===== src/calc_pkg.sv =====
// ------------------------------
// Integer execute core types
// 32 x 64 bit register file, x0 reads as zero
// Four execute stages with static latencies
// ------------------------------
`default_nettype none

package calc_pkg;

  localparam int dword_width_gp    = 64;
  localparam int reg_addr_width_gp = 5;
  localparam int pc_width_gp       = 39;
  // EX1 through EX4
  localparam int calc_stages_gp    = 4;

  typedef enum logic [2:0]
  {
    e_int_add = 3'b000,
    e_int_sub = 3'b001,
    e_int_and = 3'b010,
    e_int_or  = 3'b011,
    e_int_xor = 3'b100,
    e_int_slt = 3'b101,
    e_int_sll = 3'b110,
    e_int_srl = 3'b111
  } calc_int_op_e;

  typedef struct packed
  {
    logic         pipe_int_v;
    logic         pipe_mul_v;
    logic         irf_w_v;
    logic         instr_v;
    logic         use_imm;
    calc_int_op_e op;
  } calc_decode_s;

  // Register values are read before dispatch
  typedef struct packed
  {
    logic                         v;
    logic                         poison;
    logic [pc_width_gp-1:0]       pc;
    logic [reg_addr_width_gp-1:0] rs1_addr;
    logic [reg_addr_width_gp-1:0] rs2_addr;
    logic [reg_addr_width_gp-1:0] rd_addr;
    calc_decode_s                 decode;
    logic [dword_width_gp-1:0]    rs1;
    logic [dword_width_gp-1:0]    rs2;
    logic [dword_width_gp-1:0]    imm;
  } calc_dispatch_pkt_s;

  typedef struct packed
  {
    logic                         v;
    logic [pc_width_gp-1:0]       pc;
    logic [reg_addr_width_gp-1:0] rd_addr;
    logic                         pipe_int_v;
    logic                         pipe_mul_v;
    logic                         irf_w_v;
    logic                         instr_v;
  } calc_stage_s;

  typedef struct packed
  {
    logic                         v;
    logic                         int_iwb_v;
    logic                         mul_iwb_v;
    logic [reg_addr_width_gp-1:0] rd_addr;
  } calc_dep_status_s;

  // Index 0 is EX1
  typedef struct packed
  {
    logic                                 ex1_v;
    calc_dep_status_s [calc_stages_gp-1:0] dep_status;
  } calc_status_s;

  typedef struct packed
  {
    logic                   v;
    logic                   instret;
    logic [pc_width_gp-1:0] pc;
    logic [pc_width_gp-1:0] npc;
  } calc_commit_pkt_s;

  typedef struct packed
  {
    logic                         rd_w_v;
    logic [reg_addr_width_gp-1:0] rd_addr;
    logic [dword_width_gp-1:0]    rd_data;
  } calc_wb_pkt_s;

  typedef struct packed
  {
    logic                         v;
    logic [reg_addr_width_gp-1:0] rd_addr;
    logic [dword_width_gp-1:0]    data;
  } calc_fwd_s;

endpackage

`default_nettype wire


===== src/calc_bypass.sv =====
// ------------------------------
// Operand forwarding network
// fwd_i[0] is the youngest slice
// A slice is only forwarded when its v is set
// ------------------------------
`default_nettype none

module calc_bypass
  import calc_pkg::*;
  #(
    parameter int depth_p   = calc_stages_gp
  , parameter bit zero_x0_p = 1'b1
  )
  (
    input  logic [reg_addr_width_gp-1:0] rs1_addr_i
  , input  logic [reg_addr_width_gp-1:0] rs2_addr_i
  , input  logic [dword_width_gp-1:0]    rs1_i
  , input  logic [dword_width_gp-1:0]    rs2_i
  , input  calc_fwd_s [depth_p-1:0]      fwd_i
  , output logic [dword_width_gp-1:0]    rs1_o
  , output logic [dword_width_gp-1:0]    rs2_o
  );

  function automatic logic [dword_width_gp-1:0] pick_operand
    (
      input logic [reg_addr_width_gp-1:0] addr
    , input logic [dword_width_gp-1:0]    rf_data
    , input calc_fwd_s [depth_p-1:0]      fwd
    );
    logic [dword_width_gp-1:0] data;
    logic                      x0_blocked;
    data       = rf_data;
    x0_blocked = zero_x0_p && (addr == '0);
    // Oldest first, so a younger match overrides
    for (int i = depth_p-1; i >= 0; i--)
    begin
      if (fwd[i].v && (fwd[i].rd_addr == addr) && !x0_blocked)
      begin
        data = fwd[i].data;
      end
    end
    return data;
  endfunction

  assign rs1_o = pick_operand(rs1_addr_i, rs1_i, fwd_i);
  assign rs2_o = pick_operand(rs2_addr_i, rs2_i, fwd_i);

endmodule

`default_nettype wire


===== config.mk =====
export PLATFORM = sky130hd
export DESIGN_NAME = calc_bypass
export DESIGN_NICKNAME = d
export VERILOG_FILES = /design/src/calc_pkg.sv /design/src/calc_bypass.sv
export SDC_FILE = /design/constraint.sdc
export NUM_CORES = 1
export LEC_CHECK = 0
export BUFFER_PORTS_ARGS = -buffer_cell sky130_fd_sc_hd__buf_2
export CORE_AREA = 2 2 214 216
export DETAILED_ROUTE_END_ITERATION = 10
export DIE_AREA = 0 0 216 218
export PLACE_DENSITY_LB_ADDON = 0.05
export SYNTH_ARGS = -nofsm -noshare
export SYNTH_HDL_FRONTEND = slang
export SYNTH_SLANG_ARGS = --single-unit

===== constraint.sdc =====
create_clock -name vclk -period 6.8
set_input_delay 1.36 -clock vclk [all_inputs]
set_output_delay 1.36 -clock vclk [all_outputs]
set_load 0.01 [all_outputs]

==> qor.yml, run 1 <==
layout:
  final_common_cell: "buf_2"
  n_fill_cell: 5327
  clock_buffers: 0
  final_cell_mix: "546 x buf_2, 131 x nand2_1, 128 x and3_1"
  nets: 1898
  seqCellArea_um2: 0
  multi_input_area_um2: 5930
  fin_cells: 2098
  design_area_um2: 9690
  drive_gt1_frac: 0.398
  syn_to_final_growth_pct: 47.6
  design.seq.count: 0
floorplanning:
  die_x_um: 216
  rows: 78
  fp.dieH_um: 218
  start_util: 0.146
  core_um2: 44900
  die_area_um2: 47100
  ioPinCount: 546
grt:
  grt_max_degree: 129
  antenna_found_initial: 25
  met1_usage: 0.266
  use_met2: 0.370
  grt_pass1_wl_um: 75000
  grtUsageTotal: 0.210
  top_usage_layer: "met2"
  overflow: 0
  grt_pass1_vias: 10800
  grt_util_met3: 0.0322
yosys:
  yosysSeqAreaShare: 0
  synth_cells: 1061
  syn_nets: 1479
  synth_cell_types: 33
  synth_area_per_cell_um2: 6.19
  synth_area_um2: 6560
  ys_warn_count: 0
place:
  port_buffers: 546
  dpl-instance-area_um2: 9640
  dp_hpwl_um: 37000
  place_inst: 2078
  place_congestion: 0.809
timing:
  finalSetupViolCount: 0
  post-route-min-period_ps: 5280
  final_hold_viol_count: 0
  grt_setup_unrepaired: "no"
  slew_headroom: 0.286
  holdWs_ps: 3060
  finalMaxSlewViolations: 0
  timing.final.crit_share: 0.776
  tns_ps: 0
  worst_pin_slew_ps: 1070
  fmax_mhz: 190
power_and_ir_drop:
  p_leak_nw: 4.29
  power_mw: 0.614
  peakVddDrop_uv: 36.8
  powerDensity_nw_per_um2: 63.4
worst_setup_path:
  cp.required_ps: 5440
  crit_arrival_ps: 3920
  start_kind: "input port"
  crit_path_end_kind: "output port"
  cp_max_fo: 64
  worstSetupPathType: "in2out"
detailed_routing:
  drc: 0
  first_iter_violations: 726
  totalWireLength_um: 53600
  viasPerCell: 5.09
  vias: 10700
  firstDrtPassIters: 6
  routedWlPerCell_um: 25.5
  ant_nets: 0
outcome:
  status: "complete, no violations"
min_path:
  hold_path_class: "in2out"
cts:
  post_cts_buffers: 0
  ctsResizeCount: 0
  cts_hold_buf: 0
job:
  drv_cap: 0
power breakdown:
group | total [mW] | internal, mW | switching [mW]
clock | 0.000000395 | 0.000000395 | 0
combinational | 0.614 | 0.253 | 0.361
sequential | 0 | 0 | 0
synthesized netlist by cell type (2+ instances only):
library cell  count  share of area
nor2_1           64          0.037
nand4_1           3         0.0029
a21boi_0         60          0.069
xor2_1           24          0.032
a211oi_1         67          0.077
buf_2            57          0.043
clkbuf_1         81          0.046
nand3_1          67          0.051
xnor2_1          16          0.021
buf_6             8          0.014
or3_1             3         0.0029
nand3b_1         63          0.072
and2_1            3         0.0029
a21boi_1          4         0.0046
a31oi_1          64          0.061
buf_4             6         0.0069
nor3_1            2         0.0015
inv_1             3         0.0017
nor4_4            2         0.0065
nor3_2            3         0.0046
nor4_2            2         0.0038
o211ai_1        127           0.15
o311ai_1         64          0.085
nand2_1         132          0.075
and3_1          128           0.12
path summary, 6_finish.rpt:
check | slack (ps) | cells after the start | from | to
max | 1520 | 7 | rs2_addr_i[2] | rs2_o[0]
min | 3060 | 4 | fwd_i[21] | rs2_o[21]
metal layers:
metal  wire (um)  up-vias  part of all wire
met5          57        -            0.0011
met4         868       10             0.016
met3        3230       54             0.060
met2       26800      438              0.50
met1       22600     5219              0.42
li1            -     4956                 -
cells by family (layout without fill, tap and decap cells):
kind of cell | after synthesis | count (layout) | share of synthesized area
other cells | 0 | 20 | 0
compound gates | 387 | 387 | 0.443
buf+inv | 155 | 572 | 0.112
xor+xnor | 40 | 40 | 0.0534
simple gates | 479 | 479 | 0.391
worst max-delay path, stage by stage:
cell,delay (ps)
buf_2,160
xor2_1,170
nor4b_1,600
and2_4,940
a211oi_1,120
o211ai_1,290
buf_2,220
metrics by stage:
stage	setup slack, ps	util
floorplan	2570	-
detailed placement	1490	0.215
finish	1520	0.216
CTS	1490	0.215
global placement	1500	0.215
global route	1370	0.216
layout make-up:
type                            count  area share
Antenna cell                       20     0.00517
Tap cell                          600      0.0775
Inverter                            3     0.00116
Timing Repair Buffer              569       0.304
Multi-Input combinational cell    906       0.612
Power figures use the tool's default switching activity.
==> run 2: changes to the inputs <==
Clock period 6.8 ns to 4.6 ns, I/O delays scaled along.
==> qor.yml, run 2 (synthesis gave the netlist of run 1 again) <==
min_path:
  hold_path_class: "in2out"  # unchanged
  min_path_cells: 4  # unchanged
layout:
  n_fill_cell: 5274  # was 5327
  final_core_util: 0.225  # was 0.216
  final_common_cell: "buf_2"  # unchanged
  syn_to_final_growth_pct: 54.0  # was 47.6%
  clock_buffers: 0  # unchanged
  nets: 1920  # was 1898
  final_cell_mix: "546 x buf_2, 131 x nand2_1, 128 x and3_1"  # unchanged
  drive_gt1_frac: 0.407  # was 0.398
  seqCellArea_um2: 0  # unchanged
  design.seq.count: 0  # unchanged
  multi_input_area_um2: 5930  # unchanged
cts:
  ctsResizeCount: 0  # unchanged
  cts_hold_buf: 0  # unchanged
  post_cts_buffers: 0  # unchanged
floorplanning:
  rows: 78  # unchanged
  ioPinCount: 546  # unchanged
  fp.dieH_um: 218  # unchanged
  start_util: 0.146  # unchanged
  core_um2: 44900  # unchanged
  die_area_um2: 47100  # unchanged
  die_x_um: 216  # unchanged
power_and_ir_drop:
  powerDensity_nw_per_um2: 92.2  # was 63.4 nW/um2
  p_leak_nw: 4.50  # was 4.29 nW
  peakVddDrop_uv: 46.7  # was 36.8 uV
grt:
  grt_pass1_vias: 10700  # was 10800
  antenna_found_initial: 23  # was 25
  overflow: 0  # unchanged
  grt_max_degree: 72  # was 129
  grtUsageTotal: 0.210  # about the same
  grt_pass1_wl_um: 75400  # was 75000 um
timing:
  worst_pin_slew_ps: 715  # was 1070 ps
  fmax_mhz: 244
  finalSetupViolCount: 0  # unchanged
  tns_ps: 0  # unchanged
  slew_headroom: 0.523  # was 0.286
  final_hold_viol_count: 0  # unchanged
  finalMaxSlewViolations: 0  # unchanged
  post-route-min-period_ps: 4100
  timing.final.crit_share: 0.892
  grt_setup_unrepaired: "no"  # unchanged
detailed_routing:
  wl_met1_um: 22600  # about the same
  met3_length_um: 3450  # was 3230 um
  drc: 0  # unchanged
  totalWireLength_um: 53300  # was 53600 um
  wl_met2_um: 26300  # was 26800 um
  first_iter_violations: 728  # was 726
  routedWlPerCell_um: 25.2  # was 25.5 um
  ant_nets: 0  # unchanged
  viasPerCell: 5.08  # was 5.09
  firstDrtPassIters: 6  # unchanged
  vias: 10700  # about the same
  routed.top_layer: "met5"  # unchanged
worst_setup_path:
  crit_arrival_ps: 3180  # was 3920 ps
  cp.required_ps: 3680  # was 5440 ps
  endpoint: "rs2_o[0]"  # unchanged
  crit_path_end_kind: "output port"  # unchanged
  cp_max_fo: 27  # was 64
  start_kind: "input port"  # unchanged
  startpoint: "rs2_addr_i[3]"  # was rs2_addr_i[2]
  worstSetupPathType: "in2out"  # unchanged
place:
  place_congestion: 0.830  # was 0.809
  dp_hpwl_um: 38400  # was 37000 um
  port_buffers: 546  # unchanged
job:
  drv_cap: 0  # unchanged
outcome:
  status: "complete, no violations"  # unchanged
## run 2: cell count changes in the layout (fill, tap and decap cells not counted)
cell     change
diode_2      -4
buf_12      +21
buf_4        +1
## run 2: final cells by class
| class | instances | share of cell area |
|---|---|---|
| Inverter | 3 | 0.00111 |
| Timing Repair Buffer | 591 | 0.333 |
| Tap cell | 600 | 0.0743 |
| Multi-Input combinational cell | 906 | 0.587 |
| Antenna cell | 16 | 0.00396 |
## run 2: through the flow
step | instance area [um2] | std cells | hold WS (ps) | power (mW) | worst slack, ps
after floorplan | 6560 | 1061 | 1990 | 0.419 | 1250
after global placement | 10100 | 2100 | 2180 | 0.937 | 529
after detailed placement | 10100 | 2100 | 2180 | 0.933 | 498
after CTS | 10100 | 2100 | 2180 | 0.936 | 486
after global routing | 10100 | 2113 | 2190 | 0.995 | 363
final | 10100 | 2116 | 2180 | 0.931 | 498
## run 2: worst max-delay path, stage by stage
cell and delay [ps]:
buf_2 160, xor2_1 150, a211oi_1 560, nand2_4 490, buf_4 320, o211ai_1 190, o211ai_1 180, buf_2 190
## run 2: power breakdown
group          switching (mW)    total, mW  internal, mW
clock network               0  0.000000467   0.000000466
registers                   0            0             0
logic                   0.536        0.931         0.396
total                   0.536        0.931         0.396
## run 2: worst min-delay path by stage
stage                     startpoint        end  slack (ps)
after floorplan             fwd_i[0]   rs1_o[0]        1990
after global placement     fwd_i[18]  rs2_o[18]        2180
after CTS                   fwd_i[1]   rs2_o[1]        2180
after global routing       fwd_i[15]  rs2_o[15]        2190
after detailed placement    fwd_i[1]   rs2_o[1]        2180
final                      fwd_i[31]  rs2_o[31]        2180
## run 2: routing by layer
metal  global-route usage  vias to the layer above
met5                    0                        -
met4               0.0466                       16
met3               0.0343                       60
met2                0.366                      485
met1                0.271                     5185
li1                     -                     4997
