--- src/calc_pkg.sv ---
// ------------------------------
// Integer execute core types
// 32 x 64 bit register file, x0 reads as zero
// Four execute stages with static latencies
// ------------------------------
`default_nettype none

package calc_pkg;

  localparam int dword_width_gp    = 64;
  localparam int reg_addr_width_gp = 5;
  localparam int pc_width_gp       = 39;
  // EX1 through EX4
  localparam int calc_stages_gp    = 4;

  typedef enum logic [2:0]
  {
    e_int_add = 3'b000,
    e_int_sub = 3'b001,
    e_int_and = 3'b010,
    e_int_or  = 3'b011,
    e_int_xor = 3'b100,
    e_int_slt = 3'b101,
    e_int_sll = 3'b110,
    e_int_srl = 3'b111
  } calc_int_op_e;

  typedef struct packed
  {
    logic         pipe_int_v;
    logic         pipe_mul_v;
    logic         irf_w_v;
    logic         instr_v;
    logic         use_imm;
    calc_int_op_e op;
  } calc_decode_s;

  // Register values are read before dispatch
  typedef struct packed
  {
    logic                         v;
    logic                         poison;
    logic [pc_width_gp-1:0]       pc;
    logic [reg_addr_width_gp-1:0] rs1_addr;
    logic [reg_addr_width_gp-1:0] rs2_addr;
    logic [reg_addr_width_gp-1:0] rd_addr;
    calc_decode_s                 decode;
    logic [dword_width_gp-1:0]    rs1;
    logic [dword_width_gp-1:0]    rs2;
    logic [dword_width_gp-1:0]    imm;
  } calc_dispatch_pkt_s;

  typedef struct packed
  {
    logic                         v;
    logic [pc_width_gp-1:0]       pc;
    logic [reg_addr_width_gp-1:0] rd_addr;
    logic                         pipe_int_v;
    logic                         pipe_mul_v;
    logic                         irf_w_v;
    logic                         instr_v;
  } calc_stage_s;

  typedef struct packed
  {
    logic                         v;
    logic                         int_iwb_v;
    logic                         mul_iwb_v;
    logic [reg_addr_width_gp-1:0] rd_addr;
  } calc_dep_status_s;

  // Index 0 is EX1
  typedef struct packed
  {
    logic                                 ex1_v;
    calc_dep_status_s [calc_stages_gp-1:0] dep_status;
  } calc_status_s;

  typedef struct packed
  {
    logic                   v;
    logic                   instret;
    logic [pc_width_gp-1:0] pc;
    logic [pc_width_gp-1:0] npc;
  } calc_commit_pkt_s;

  typedef struct packed
  {
    logic                         rd_w_v;
    logic [reg_addr_width_gp-1:0] rd_addr;
    logic [dword_width_gp-1:0]    rd_data;
  } calc_wb_pkt_s;

  typedef struct packed
  {
    logic                         v;
    logic [reg_addr_width_gp-1:0] rd_addr;
    logic [dword_width_gp-1:0]    data;
  } calc_fwd_s;

endpackage

`default_nettype wire

--- src/calc_stage_pipe.sv ---
// ------------------------------
// Control and poison pipe, EX1 to EX4
// Flush kills items up to EX2
// Status and forwarding see flush at once
// ------------------------------
`default_nettype none

module calc_stage_pipe
  import calc_pkg::*;
  (
    input  logic                                            clk_i
  , input  logic                                            reset_i
  , input  calc_dispatch_pkt_s                              dispatch_pkt_i
  , input  logic                                            flush_i
  , output logic [calc_stages_gp-1:0]                       fwd_v_o
  , output logic [calc_stages_gp-1:0][reg_addr_width_gp-1:0] fwd_rd_addr_o
  , output logic                                            int_done_o
  , output logic                                            mul_done_o
  , output calc_status_s                                    status_o
  , output calc_commit_pkt_s                                commit_o
  , output logic                                            wb_w_v_o
  , output logic [reg_addr_width_gp-1:0]                    wb_rd_addr_o
  );

  localparam int ex1_lp = 0;
  localparam int ex2_lp = 1;
  localparam int ex3_lp = 2;
  localparam int ex4_lp = 3;

  calc_stage_s                      stage_isd;
  calc_stage_s [calc_stages_gp-1:0] stage_r;
  logic        [calc_stages_gp:0]   poison_n;
  logic        [calc_stages_gp-1:0] poison_r;

  // Invalid dispatches carry no pipe or write bits
  always_comb
  begin
    stage_isd.v          = dispatch_pkt_i.v;
    stage_isd.pc         = dispatch_pkt_i.pc;
    stage_isd.rd_addr    = dispatch_pkt_i.rd_addr;
    stage_isd.pipe_int_v = dispatch_pkt_i.v & dispatch_pkt_i.decode.pipe_int_v;
    stage_isd.pipe_mul_v = dispatch_pkt_i.v & dispatch_pkt_i.decode.pipe_mul_v;
    stage_isd.instr_v    = dispatch_pkt_i.v & dispatch_pkt_i.decode.instr_v;
    // x0 is never written
    stage_isd.irf_w_v    = dispatch_pkt_i.v & dispatch_pkt_i.decode.irf_w_v
                           & (dispatch_pkt_i.rd_addr != '0);
  end

  // Entries 0 to 2 pick up the flush, EX3 onwards is committed
  always_comb
  begin
    poison_n[0] = dispatch_pkt_i.poison | flush_i;
    for (int i = 1; i <= calc_stages_gp; i++)
    begin
      poison_n[i] = poison_r[i-1] | (flush_i & (i <= ex3_lp));
    end
  end

  always_ff @(posedge clk_i)
  begin
    if (reset_i)
    begin
      stage_r  <= '0;
      poison_r <= '0;
    end
    else
    begin
      stage_r  <= {stage_r[calc_stages_gp-2:0], stage_isd};
      poison_r <= poison_n[calc_stages_gp-1:0];
    end
  end

  // Hazard view and forwarding slices per stage
  always_comb
  begin
    status_o.ex1_v = stage_r[ex1_lp].v & ~poison_r[ex1_lp];
    for (int i = 0; i < calc_stages_gp; i++)
    begin
      status_o.dep_status[i].v         = stage_r[i].v & ~poison_n[i+1];
      status_o.dep_status[i].int_iwb_v = stage_r[i].pipe_int_v & stage_r[i].irf_w_v
                                         & ~poison_n[i+1];
      status_o.dep_status[i].mul_iwb_v = stage_r[i].pipe_mul_v & stage_r[i].irf_w_v
                                         & ~poison_n[i+1];
      status_o.dep_status[i].rd_addr   = stage_r[i].rd_addr;

      fwd_v_o[i]       = stage_r[i].irf_w_v & ~poison_n[i+1];
      fwd_rd_addr_o[i] = stage_r[i].rd_addr;
    end
  end

  // Static latencies decide when each pipe finishes
  assign int_done_o = stage_r[ex1_lp].pipe_int_v;
  assign mul_done_o = stage_r[ex2_lp].pipe_mul_v;

  // Next pc is simply the younger item in EX2
  assign commit_o.v       = stage_r[ex3_lp].v & ~poison_r[ex3_lp];
  assign commit_o.instret = stage_r[ex3_lp].instr_v & ~poison_r[ex3_lp];
  assign commit_o.pc      = stage_r[ex3_lp].pc;
  assign commit_o.npc     = stage_r[ex2_lp].pc;

  assign wb_w_v_o     = stage_r[ex4_lp].irf_w_v & ~poison_r[ex4_lp];
  assign wb_rd_addr_o = stage_r[ex4_lp].rd_addr;

endmodule

`default_nettype wire

--- config.mk ---
export PLATFORM = sky130hd
export DESIGN_NAME = calc_stage_pipe
export DESIGN_NICKNAME = d
export VERILOG_FILES = /design/src/calc_pkg.sv /design/src/calc_stage_pipe.sv
export SDC_FILE = /design/constraint.sdc
export NUM_CORES = 1
export LEC_CHECK = 0
export BUFFER_PORTS_ARGS = -buffer_cell sky130_fd_sc_hd__buf_4
export CAP_MARGIN = 20
export CORE_AREA = 2 2 159 161
export DETAILED_ROUTE_END_ITERATION = 16
export DIE_AREA = 0 0 161 163
export SLEW_MARGIN = 20
export SYNTH_ARGS = -nofsm -noshare
export SYNTH_HDL_FRONTEND = slang
export SYNTH_SLANG_ARGS = --single-unit
--- constraint.sdc ---
create_clock -name clk_i -period 0.9 [get_ports clk_i]
set_input_delay 0.09 -clock clk_i [delete_from_list [all_inputs] [get_ports clk_i]]
set_output_delay 0.09 -clock clk_i [all_outputs]
set_load 0.01 [all_outputs]
==> key figures <==
Status
  – Outcome: finished, violations left
  – Failing checks: setup timing

Global route
  – Number of antenna violations at the first check in global routing: 1
  – Global-route wire length before repair: ~18000 um
  – Vias in the first global route: 3180
  – Pin count of the biggest net entering global routing: 67
  – Overall fraction of global-route tracks in use: 0.0923
  – Overall overflow remaining after global route: 0

Detailed routing
  – Via count: 3267
  – Post-detailed-routing wire length: 12200 um
  – Mean number of vias per cell: 3.37
  – Starting DRC count in detailed routing: 60
  – Post-detailed-route wirelength per cell: between 10 and 15 um
  – Number of design rule violations left after detail routing: 0
  – Total iterations of the first detailed-routing run: 4
  – Number of routed nets with antenna violations: 0

Clock network
  – Clock edge transition at the registers on the reported setup and hold paths: 60 ps
  – Number of buffers on the longest clock path: 2
  – Root buffer selected by CTS: sky130_fd_sc_hd__clkbuf_16
  – TritonCTS Buffers: 17
  – H-Tree Depth: 4
  – Clock Sinks: 160
  – CTS tree: yes
  – Clock latency at the later pin of the worst-skew pair: 420 ps

Worst hold path
  – Class of the tightest hold or removal check: in -> reg
  – Launch point of the worst hold path: dispatch_pkt_i[200]
  – Min-Delay Endpoint: stage_r[1]$_SDFF_PP0_
  – Hold Path Depth: 3

Die
  – Overall die area: roughly 26000 sq um
  – Rows: 58
  – Initial Util: 0.217
  – Core Area: 24700 sq um
  – Ports: 404
  – Height of the die: approximately 160 um
  – Die Wd: about 160 um

Worst setup path
  – Critical Path Source Type: flip-flop
  – R2R Path End: fwd_rd_addr_o[10]$_SDFF_PP0_
  – Type of the worst setup path: reg -> out
  – Arrival time at the worst endpoint: 1190 ps
  – Capturing element type of the critical path: output pin
  – Flop2flop setup slack: 160 ps
  – Worst R2R Start: fwd_rd_addr_o[5]$_SDFF_PP0_
  – Reg2Reg Depth: 2
  – Critical path data required time: 810 ps
  – Worst-path fanout max: 4

Timing
  – Final Hold Violating Endpoints: 0
  – Ratio of final minimum period to clock period: 1.42
  – Final number of max-transition violations: 0
  – Setup tns final: -13310 ps
  – Maximum clock frequency: 782 MHz
  – Worst Skew: 9.55 ps
  – Pin slew with the least headroom to its limit: 312 ps
  – Fin worst setup slack: -378 ps
  – Worst max-slew margin expressed relative to the limit: 0.792
  – RSZ-0062 raised after global routing: yes
  – Minimum clock period: ~1300 ps
  – Hold Worst Slack: 60.4 ps
  – Setup-violating endpoint count in the final report: 145

Placement
  – Routability-driven placement congestion ratio: 0.664
  – Sum of net half-perimeters after detailed placement: 8050 um
  – Setup slack after placement: -79.2 ps
  – Number of placed instances with taps included: between 800 and 900
  – Port buffer count: ~200

Layout
  – Count of antenna diodes in the layout: 0
  – Share of layout cells above drive strength 1: 0.568
  – Final core area utilization: 0.335
  – Final Non-Filler Cells: a little under 1000
  – Synth-to-Final Area Change: 54.1%
  – Number of nets at the end of the flow: 885

Synth
  – Post-synthesis instance total: 484
  – Sequential element share of the synthesized area: 0.598
  – Share of the synthesized area in the top cell type: 0.598
  – Post-synthesis cell type count: 12
  – Synthesized Nets: 743
  – Synthesis Warnings: 0
  – Register bit total from synthesis: 160
  – Netlist area before placement: 5360 sq um
  – Leading post-synthesis cells by cell area: sky130_fd_sc_hd__dfxtp_1, sky130_fd_sc_hd__nor2b_1, sky130_fd_sc_hd__buf_4, sky130_fd_sc_hd__buf_2, sky130_fd_sc_hd__and2_1
  – Post-synthesis area per instance: 11.1 sq um
  – Dominant cell type by area after synthesis: sky130_fd_sc_hd__dfxtp_1

Power
  – Largest vdd supply drop: 0.000894 V
  – PD cells: 1910 nW/um^2
  – Leakage Power: 3.54 nW

Run
  – Number of violations of the max-capacitance limit: 0
==> synthesized netlist by cell type (all sizes together) <==
cell type / number
and2: 11
buf: 140
nor2: 6
and3: 4
dfxtp: 160
o311a: 1
nor2b: 159
clkbuf: 2
or3: 1
==> state kept, by name, summed over array words and instances (netlist names) <==
signal,count
commit_o,78
fwd_rd_addr_o,15
int_done_o,1
mul_done_o,1
poison_r,4
stage_r,56
wb_rd_addr_o,5
==> metal layers <==
metal  routed length, um  GRT usage
met4                 114     0.0337
met5                  13          0
met1                5420      0.114
met2                5450      0.138
met3                1190     0.0458
==> cells by family (layout without fill, tap and decap cells) <==
| family | after synthesis | in the layout | share of synthesized area |
|---|---|---|---|
| compound gates | 1 | 1 | 0.00187 |
| flops | 160 | 160 | 0.598 |
| buf+inv | 142 | 297 | 0.191 |
| simple gates | 181 | 181 | 0.209 |
==> per-stage QoR <==
stage | power [mW] | area (sq um)
finish | 15.7 | 8250
global route | 16.5 | 8250
CTS | 16.0 | 8170
detailed placement | 8.59 | 6340
global placement | 8.57 | 6340
floorplan | 8.23 | 5360
==> power breakdown <==
part	internal (mW)	leakage [nW]	total [mW]	switching [mW]
sequential	7.35	1.36	7.50	0.153
combinational	0.844	1.90	1.29	0.451
clock	3.87	0.278	6.95	3.08
total	12.1	3.54	15.7	3.69
==> worst max-delay path, cell delays in order (launching register included) <==
cell                      delay (ps)
sky130_fd_sc_hd__dfxtp_2         310
sky130_fd_sc_hd__nor2b_4         200
sky130_fd_sc_hd__and2_4          170
sky130_fd_sc_hd__buf_6           100
==> placed cells by master, fill, tap and decap left out, types with 2 or more instances in the layout <==
master                          Yosys  final
sky130_fd_sc_hd__dfxtp_4            0     19
sky130_fd_sc_hd__dfxtp_1          160     57
sky130_fd_sc_hd__clkbuf_16          0     17
sky130_fd_sc_hd__buf_12             0      3
sky130_fd_sc_hd__buf_6              0    144
sky130_fd_sc_hd__nor2_1             6      4
sky130_fd_sc_hd__and2_4             0      8
sky130_fd_sc_hd__nor2b_4            0      5
sky130_fd_sc_hd__clkinv_2           0      4
sky130_fd_sc_hd__nor2b_1          158    154
sky130_fd_sc_hd__and3_1             4      3
sky130_fd_sc_hd__and2_1            11      3
sky130_fd_sc_hd__buf_4            125     66
sky130_fd_sc_hd__nor2_4             0      2
sky130_fd_sc_hd__inv_6              0      6
sky130_fd_sc_hd__dlygate4sd3_1      0     52
sky130_fd_sc_hd__dfxtp_2            0     84
==> final cells by class <==
| type | count | area [sq um] |
|---|---|---|
| Tap cell | 330 | 413 |
| Fill cell | 2450 | 16400 |
| Sequential cell | 160 | 3380 |
| Clock buffer | 18 | 429 |
| Clock inverter | 14 | 130 |
| Multi-Input combinational cell | 182 | 1200 |
| Timing Repair Buffer | 265 | 2700 |
==> what timing repair did <==
item / in CTS / in global routing
hold buffers: 52 / 3
pin swaps: 11 / 8
endpoints found under the setup margin: 145 / 146
hold endpoints to repair: 50 / 3
gates resized for setup: 252 / 36
buffers inserted: 6 / 1
==> how the worst max path moves through the flow <==
stage / startpoint / to / depth (start not counted)
global route: poison_r[3]$_SDFF_PP0_ / status_o[30] / 3
global placement: dispatch_pkt_i[201] / stage_r[1]$_SDFF_PP0_ / 3
floorplan: stage_r[148]$_SDFF_PP0_ / status_o[29] / 2
detailed placement: dispatch_pkt_i[201] / stage_r[1]$_SDFF_PP0_ / 3
CTS: stage_r[99]$_SDFF_PP0_ / status_o[21] / 3
finish: stage_r[148]$_SDFF_PP0_ / status_o[30] / 3
No activity file was read; power rests on OpenSTA's default activity.
