[config.mk]
export PLATFORM = sky130hd
export DESIGN_NAME = calc_comp_pipe
export DESIGN_NICKNAME = d
export VERILOG_FILES = /design/src/calc_pkg.sv /design/src/calc_comp_pipe.sv
export SDC_FILE = /design/constraint.sdc
export NUM_CORES = 1
export LEC_CHECK = 0
export ABC_AREA = 1
export BUFFER_PORTS_ARGS = -buffer_cell sky130_fd_sc_hd__buf_2
export CORE_AREA = 3 3 173 175
export CTS_CLUSTER_SIZE = 20
export DETAILED_ROUTE_END_ITERATION = 10
export DIE_AREA = 0 0 176 178
export PLACE_DENSITY = 0.58
export SLEW_MARGIN = 20
export SYNTH_ARGS = -nofsm -noshare
export SYNTH_HDL_FRONTEND = slang
export SYNTH_SLANG_ARGS = --single-unit
[constraint.sdc]
create_clock -name clk_i -period 0.8 [get_ports clk_i]
set_input_delay 0.04 -clock clk_i [delete_from_list [all_inputs] [get_ports clk_i]]
set_output_delay 0.04 -clock clk_i [all_outputs]
set_load 0.05 [all_outputs]
[src/calc_pkg.sv]
// ------------------------------
// Integer execute core types
// 32 x 64 bit register file, x0 reads as zero
// Four execute stages with static latencies
// ------------------------------
`default_nettype none

package calc_pkg;

  localparam int dword_width_gp    = 64;
  localparam int reg_addr_width_gp = 5;
  localparam int pc_width_gp       = 39;
  // EX1 through EX4
  localparam int calc_stages_gp    = 4;

  typedef enum logic [2:0]
  {
    e_int_add = 3'b000,
    e_int_sub = 3'b001,
    e_int_and = 3'b010,
    e_int_or  = 3'b011,
    e_int_xor = 3'b100,
    e_int_slt = 3'b101,
    e_int_sll = 3'b110,
    e_int_srl = 3'b111
  } calc_int_op_e;

  typedef struct packed
  {
    logic         pipe_int_v;
    logic         pipe_mul_v;
    logic         irf_w_v;
    logic         instr_v;
    logic         use_imm;
    calc_int_op_e op;
  } calc_decode_s;

  // Register values are read before dispatch
  typedef struct packed
  {
    logic                         v;
    logic                         poison;
    logic [pc_width_gp-1:0]       pc;
    logic [reg_addr_width_gp-1:0] rs1_addr;
    logic [reg_addr_width_gp-1:0] rs2_addr;
    logic [reg_addr_width_gp-1:0] rd_addr;
    calc_decode_s                 decode;
    logic [dword_width_gp-1:0]    rs1;
    logic [dword_width_gp-1:0]    rs2;
    logic [dword_width_gp-1:0]    imm;
  } calc_dispatch_pkt_s;

  typedef struct packed
  {
    logic                         v;
    logic [pc_width_gp-1:0]       pc;
    logic [reg_addr_width_gp-1:0] rd_addr;
    logic                         pipe_int_v;
    logic                         pipe_mul_v;
    logic                         irf_w_v;
    logic                         instr_v;
  } calc_stage_s;

  typedef struct packed
  {
    logic                         v;
    logic                         int_iwb_v;
    logic                         mul_iwb_v;
    logic [reg_addr_width_gp-1:0] rd_addr;
  } calc_dep_status_s;

  // Index 0 is EX1
  typedef struct packed
  {
    logic                                 ex1_v;
    calc_dep_status_s [calc_stages_gp-1:0] dep_status;
  } calc_status_s;

  typedef struct packed
  {
    logic                   v;
    logic                   instret;
    logic [pc_width_gp-1:0] pc;
    logic [pc_width_gp-1:0] npc;
  } calc_commit_pkt_s;

  typedef struct packed
  {
    logic                         rd_w_v;
    logic [reg_addr_width_gp-1:0] rd_addr;
    logic [dword_width_gp-1:0]    rd_data;
  } calc_wb_pkt_s;

  typedef struct packed
  {
    logic                         v;
    logic [reg_addr_width_gp-1:0] rd_addr;
    logic [dword_width_gp-1:0]    data;
  } calc_fwd_s;

endpackage

`default_nettype wire

[src/calc_comp_pipe.sv]
// ------------------------------
// Result completion pipe
// Single issue, so one result per stage
// Forward data is the next-state value
// ------------------------------
`default_nettype none

module calc_comp_pipe
  import calc_pkg::*;
  (
    input  logic                                          clk_i
  , input  logic [dword_width_gp-1:0]                     int_data_i
  , input  logic [dword_width_gp-1:0]                     mul_data_i
  , input  logic                                          int_done_i
  , input  logic                                          mul_done_i
  , output logic [calc_stages_gp-1:0][dword_width_gp-1:0] fwd_data_o
  , output logic [dword_width_gp-1:0]                     wb_data_o
  );

  // Entry i holds the result of the item leaving stage i-1
  logic [calc_stages_gp:1][dword_width_gp-1:0]   comp_n;
  logic [calc_stages_gp-1:1][dword_width_gp-1:0] comp_r;

  always_comb
  begin
    // Nothing is done before the end of EX1
    comp_n[1] = int_done_i ? int_data_i : '0;
    comp_n[2] = mul_done_i ? mul_data_i : comp_r[1];
    for (int i = 3; i <= calc_stages_gp; i++)
    begin
      comp_n[i] = comp_r[i-1];
    end
  end

  always_ff @(posedge clk_i)
  begin
    comp_r <= comp_n[calc_stages_gp-1:1];
  end

  // Slice 0 is EX1, the youngest
  assign fwd_data_o = comp_n;
  assign wb_data_o  = comp_r[calc_stages_gp-1];

endmodule

`default_nettype wire

==> impl_metrics.csv, run 1 <==
group,metric,value,unit
synth,synthDistinctLibCells,7,
sta,slew_headroom,0.800,
setup_path,crit_path_top_delay_cell,"dfxtp_2",
clock_network,cts-root-buf,"clkbuf_16",
sta,drv_slew,0,
clock_network,numCtsBuffers,17,
setup_path,r2r-end,"wb_data_o[20]",
sta,hold_viol,96,
floorplan,fp.dieH,178,um
global_routing,grt_pass1_vias,5860,
setup_path,critPathMaxStageDelay,0.36,ns
synth,netlist_instances,725,
setup_path,path_common_cell,"nand2_2",
drt,drt-total-wl,26.3,mm
sta,fmax,0.886,GHz
sta,worstMarginPinSlew,0.300,ns
clock_network,clk_latency,0.42,ns
sta,grt_setup_unrepaired,"true",
setup_path,path_class,"flop to output pin",
synth,synth_top_cell_by_area,"dfxtp_1",
sta,fin_crit,1.13,ns
setup_path,worst_setup_path_start_kind,"flop",
drt,drtAntennaViolNets,0,
clock_network,cts_tree,"yes",
clock_network,max-clock-path-buffers,2,
synth,yosysWarnings,0,
global_routing,overflow,0,
outcome,violations,"negative hold slack, negative setup slack",
floorplan,ios,451,
power_and_ir_drop,power,28.6,mW
worst_hold_path,hold_start,"mul_data_i[4]",
drt,vias,5617,
synth,synth_area_leaders,"dfxtp_1 58%, buf_4 22%, nand2_1 14%, inv_1 3.6%, clkbuf_8 1.2%",
clock_network,cts.clk_slew.worst_paths,0.08,ns
setup_path,cp_max_fo,2,
power_and_ir_drop,p_leak,6.58,nW
placement,port_buffers,450,
placement,place.gp.congestion,0.875,
setup_path,r2r-start,"fwd_data_o[148]",
power_and_ir_drop,irDropWorstVdd,0.00124,V
synth,synth.cell_area,6650,sq um
sta,fin_ws,-0.329,ns
power_and_ir_drop,power_density,2230,nW/um^2
synth,syn_nets,856,
drt,routed_via_density,3.76,
setup_path,endpoint_kind,"output pin",
floorplan,core_area,28600,sq um
setup_path,required,0.76,ns
worst_hold_path,min_path_type,"input port to flop",
clock_network,cts_sinks,192,
finish,drive_above_1_share,0.746,
placement,dpl.hpwl,16.3,mm
setup_path,crit_chain,"nand2_2 > nand2_2 > buf_8",
worst_hold_path,whs_endpoint,"fwd_data_o[132]",
drt,wl_per_cell,17.6,um
sta,timing.hold.ws,-0.148,ns
global_routing,grt_max_degree,41,
floorplan,die_width,176,um
global_routing,grt_pass1_wl,34.9,mm
finish,syn_to_final_growth,93.6,%
finish,nets,1230,
worst_hold_path,hold_path_depth,3,
outcome,status,"complete, but fails checks",
finish,final_util,0.450,
clock_network,htreeDepth,4,
global_routing,grt_antenna_before_repair,0,
sta,fin_worst_skew,0.0120,ns
setup_path,r2r_slack,0.08,ns
floorplan,rows,62,
setup_path,reg2reg_depth,2,
sta,finalSetupViolations,257,
synth,seq_area_frac_synth,0.578,
synth,synth_top_area_share,0.578,
floorplan,start_util,0.232,
drt,drt-initial-drc-count,213,
sta,period_share,1.41,
drt,firstDrtPassIters,5,
run,cap_violations,0,
drt,remaining_drc_errors,0,
global_routing,grtUsageTotal,0.147,
synth,avgSynthCellArea,9.17,sq um
setup_path,critPathArrivalTime,1.09,ns
floorplan,die-area,31300,sq um
synth,ys_ff_latch,192,
clock_network,hold_buffers,28,
finish,diodes,0,
-- critical path: cells and delay by family (launching register included) --
kind / cells / cell delay [ns]
flops: 1 / 0.36
simple gates: 2 / 0.16
buf+inv: 1 / 0.15
-- repair_timing --
item / 4_1_cts / 5_1_grt
pin swaps: 5 / 20
setup endpoints to repair: 320 / 322
gates resized for setup: 971 / 122
cloned: 3 / 7
setup buffers: 13 / 9
hold endpoints to repair: 127 / 98
-- per-stage QoR --
| stage | setup slack, ns | cell area (sq um) | std cells | hold WS (ns) | TNS [ns] |
|---|---|---|---|---|---|
| 2_1_floorplan | -0.0367 | 6830 | 725 | 0.300 | -1.84 |
| 4_1_cts | -0.339 | 12400 | 1486 | -0.165 | -56.25 |
| 3_3_place_gp | -0.204 | 8500 | 1412 | 0.249 | -13.39 |
| 6_report | -0.329 | 12900 | 1494 | -0.148 | -50.52 |
| 3_5_place_dp | -0.216 | 8500 | 1412 | 0.245 | -13.93 |
| 5_1_grt | -0.372 | 12900 | 1494 | -0.147 | -60.84 |
-- where the power goes --
part | internal [mW] | switching, mW
logic | 3.74 | 5.64
registers | 10.3 | 0.674
clock network | 4.35 | 3.96
-- worst max-delay path by stage --
| stage | from | to | slack, ns | cells past startpoint |
|---|---|---|---|---|
| 2_1_floorplan | int_done_i | comp_r[13] | -0.04 | 4 |
| 3_3_place_gp | mul_done_i | fwd_data_o[86] | -0.20 | 6 |
| 3_5_place_dp | mul_done_i | fwd_data_o[86] | -0.22 | 6 |
| 4_1_cts | comp_r[20] | fwd_data_o[84] | -0.34 | 3 |
| 5_1_grt | comp_r[23] | fwd_data_o[87] | -0.37 | 3 |
| 6_report | comp_r[23] | fwd_data_o[87] | -0.33 | 3 |
-- cells in the final DEF (no fill, tap or decap) --
cell type	instances
dlymetal6s4s_1	4
buf_4	116
dfxtp_1	33
bufinv_16	1
clkbuf_4	1
buf_8	254
inv_6	2
clkinv_2	1
clkbuf_16	24
buf_6	14
dfxtp_4	61
clkinvlp_4	6
dfxtp_2	98
inv_2	8
nand2_1	173
buf_12	7
nand2_4	3
inv_8	3
dlygate4sd3_1	16
inv_1	56
buf_2	144
buf_16	4
nand2_2	80
clkinv_4	1
-- cells by family (layout without fill, tap and decap cells) --
kind of cell	count (synthesis)	after routing	synth area share
buffers and inverters	277	662	0.277
flip-flops	192	192	0.578
AND/OR/NAND/NOR	256	256	0.145
-- cell usage after synthesis --
cell type / instances
buf_2: 12
buf_4: 194
clkbuf_8: 6
dfxtp_1: 192
inv_1: 64
inv_2: 1
nand2_1: 256
-- flip-flops by register name, summed over array words and instances, names as in the netlist --
register,cells
fwd_data_o,64
comp_r,64
wb_data_o,64
-- area by class of cell --
type,instances,area (sq um)
Inverter,65,248
Timing Repair Buffer,567,6210
Fill cell,2504,15800
Tap cell,384,480
Clock buffer,17,425
Sequential cell,192,4200
Clock inverter,13,133
Multi-Input combinational cell,256,1180
-- routing by layer --
layer	vias to the layer above	global-route usage	routed length, um
li1	2676	-	-
met1	2665	0.172	9540
met2	258	0.275	14600
met3	18	0.0313	1850
met4	0	0.0343	318
met5	-	0	0
No activity file was read; power rests on OpenSTA's default activity.
==> run 2: changes to the inputs <==
CTS_BUF_LIST = sky130_fd_sc_hd__clkbuf_4 sky130_fd_sc_hd__clkbuf_8   (was default)
==> run 2 against run 1 <==
Effect of this change: the flow still finishes with violations (negative hold slack, negative setup slack); via count increased by 3.0%; non-clock buffer count increased by 35; total power decreased by 6.9%; clock skew increased by 0.0048 ns; die area unchanged; sequential power about the same; hold slack got worse by 0.014 ns; final cell count increased by 2.3%; largest cell class unchanged; highest routed layer unchanged.
==> impl_metrics.csv, run 2 (same netlist as run 1, synthesis figures left out) <==
group,metric,value,unit
outcome,status,"complete, but fails checks",
outcome,violations,"negative hold slack, negative setup slack",
sta,fin_worst_skew,0.0168,ns
drt,drt-total-wl,26.9,mm
global_routing,grt_max_degree,41,
setup_path,path_class,"flop to output pin",
global_routing,grtUsageTotal,0.151,
clock_network,max-clock-path-buffers,2,
placement,port_buffers,450,
finish,final_common_cell,"buf_8",
sta,slew_headroom,0.810,
global_routing,grt_pass1_vias,6163,
sta,grt_setup_unrepaired,"true",
floorplan,rows,62,
floorplan,die-area,31300,sq um
worst_hold_path,min_path_type,"input port to flop",
floorplan,die_width,176,um
finish,seqCellArea,4200,sq um
clock_network,cts_sinks,192,
clock_network,cts_tree,"yes",
clock_network,cts.clk_slew.worst_paths,0.11,ns
setup_path,reg2reg_depth,2,
global_routing,overflow,0,
drt,firstDrtPassIters,4,
power_and_ir_drop,p_leak,6.71,nW
worst_hold_path,hold_start,"mul_data_i[56]",
sta,fmax,0.868,GHz
run,cap_violations,0,
power_and_ir_drop,power_density,2050,nW/um^2
sta,period_share,1.44,
setup_path,worst_setup_path_start_kind,"flop",
placement,dpl.hpwl,16.3,mm
sta,fin_crit,1.15,ns
finish,final_cell_mix,"251 x buf_8, 172 x nand2_1, 142 x buf_2",
drt,remaining_drc_errors,0,
drt,routed_via_density,3.79,
clock_network,clk_latency,0.44,ns
worst_hold_path,whs_endpoint,"fwd_data_o[184]",
floorplan,fp.dieH,178,um
sta,drv_slew,0,
setup_path,critPathArrivalTime,1.11,ns
setup_path,required,0.76,ns
drt,vias,5788,
sta,finalSetupTns,-58.60,ns
finish,multiInputGateArea,1180,sq um
sta,hold_viol,70,
setup_path,cp_max_fo,2,
drt,drtAntennaViolNets,0,
sta,timing.hold.ws,-0.162,ns
placement,preCtsSetupSlack,-0.216,ns
drt,drt-initial-drc-count,223,
finish,nFillCells,2472,
floorplan,ios,451,
setup_path,r2r_slack,0.07,ns
worst_hold_path,hold_path_depth,3,
clock_network,numCtsBuffers,17,
sta,worstMarginPinSlew,0.285,ns
finish,syn_to_final_growth,95.9,%
clock_network,cts-root-buf,"clkbuf_8",
placement,place.gp.congestion,0.875,
floorplan,start_util,0.232,
finish,nets,1265,
finish,drive_above_1_share,0.725,
setup_path,r2r-start,"fwd_data_o[148]",
sta,fin_ws,-0.352,ns
global_routing,grt_pass1_wl,35.9,mm
sta,finalSetupViolations,273,
setup_path,endpoint_kind,"output pin",
global_routing,grt_antenna_before_repair,0,
power_and_ir_drop,irDropWorstVdd,0.00100,V
drt,wl_per_cell,17.6,um
floorplan,core_area,28600,sq um
finish,diodes,0,
clock_network,htreeDepth,4,
setup_path,r2r-end,"wb_data_o[20]",
-- run 2: per-layer routing --
layer / vias to the layer above / routed length [um] / GRT usage
met2: 243 / 14700 / 0.279
met4: 0 / 671 / 0.0462
met5: - / 0 / 0
li1: 2738 / - / -
met1: 2771 / 9990 / 0.173
met3: 36 / 1520 / 0.0326
-- run 2: worst max-delay path: stages (launching register included) --
cell and delay [ns]:
dfxtp_2 0.37, nand2_2 0.07, nand2_2 0.09, buf_8 0.15
-- run 2: cell type report --
cell class / count / share of cell area
Inverter: 65 / 0.0190
Tap cell: 384 / 0.0369
Clock buffer: 17 / 0.0180
Timing Repair Buffer: 602 / 0.503
Sequential cell: 192 / 0.322
Multi-Input combinational cell: 256 / 0.0907
Clock inverter: 13 / 0.0102
-- run 2: what timing repair did --
action / CTS / global route
hold buffers: 59 / 5
setup buffers: 13 / 9
endpoints found under the hold margin: 128 / 77
gates cloned: 3 / 6
endpoints found under the setup margin: 320 / 328
resized for setup: 969 / 137
pin swaps: 5 / 16
-- run 2: power by group --
part	switching (mW)	leakage, nW	internal [mW]	total (mW)
clock network	3.67	0.172	2.51	6.18
registers	0.679	1.66	10.3	11.0
logic	5.67	4.88	3.85	9.52
total	10.0	6.71	16.6	26.7
-- run 2: per-stage QoR --
| step | hold slack, ns | area (sq um) | util | total power, mW | std cells |
|---|---|---|---|---|---|
| floorplan | 0.300 | 6830 | - | 16.5 | 725 |
| global placement | 0.249 | 8500 | 0.297 | 17.5 | 1412 |
| detailed placement | 0.245 | 8500 | 0.297 | 17.5 | 1412 |
| CTS | -0.209 | 12500 | 0.436 | 26.5 | 1517 |
| global route | -0.193 | 13000 | 0.455 | 27.6 | 1529 |
| finish | -0.162 | 13000 | 0.455 | 26.7 | 1529 |
-- run 2: worst max path at each step --
stage	from	end	slack, ns	cells past startpoint
floorplan	int_done_i	comp_r[13]	-0.04	4
global placement	mul_done_i	fwd_data_o[86]	-0.20	6
detailed placement	mul_done_i	fwd_data_o[86]	-0.22	6
CTS	comp_r[20]	fwd_data_o[84]	-0.38	3
global route	comp_r[23]	fwd_data_o[87]	-0.43	3
finish	comp_r[23]	fwd_data_o[87]	-0.35	3
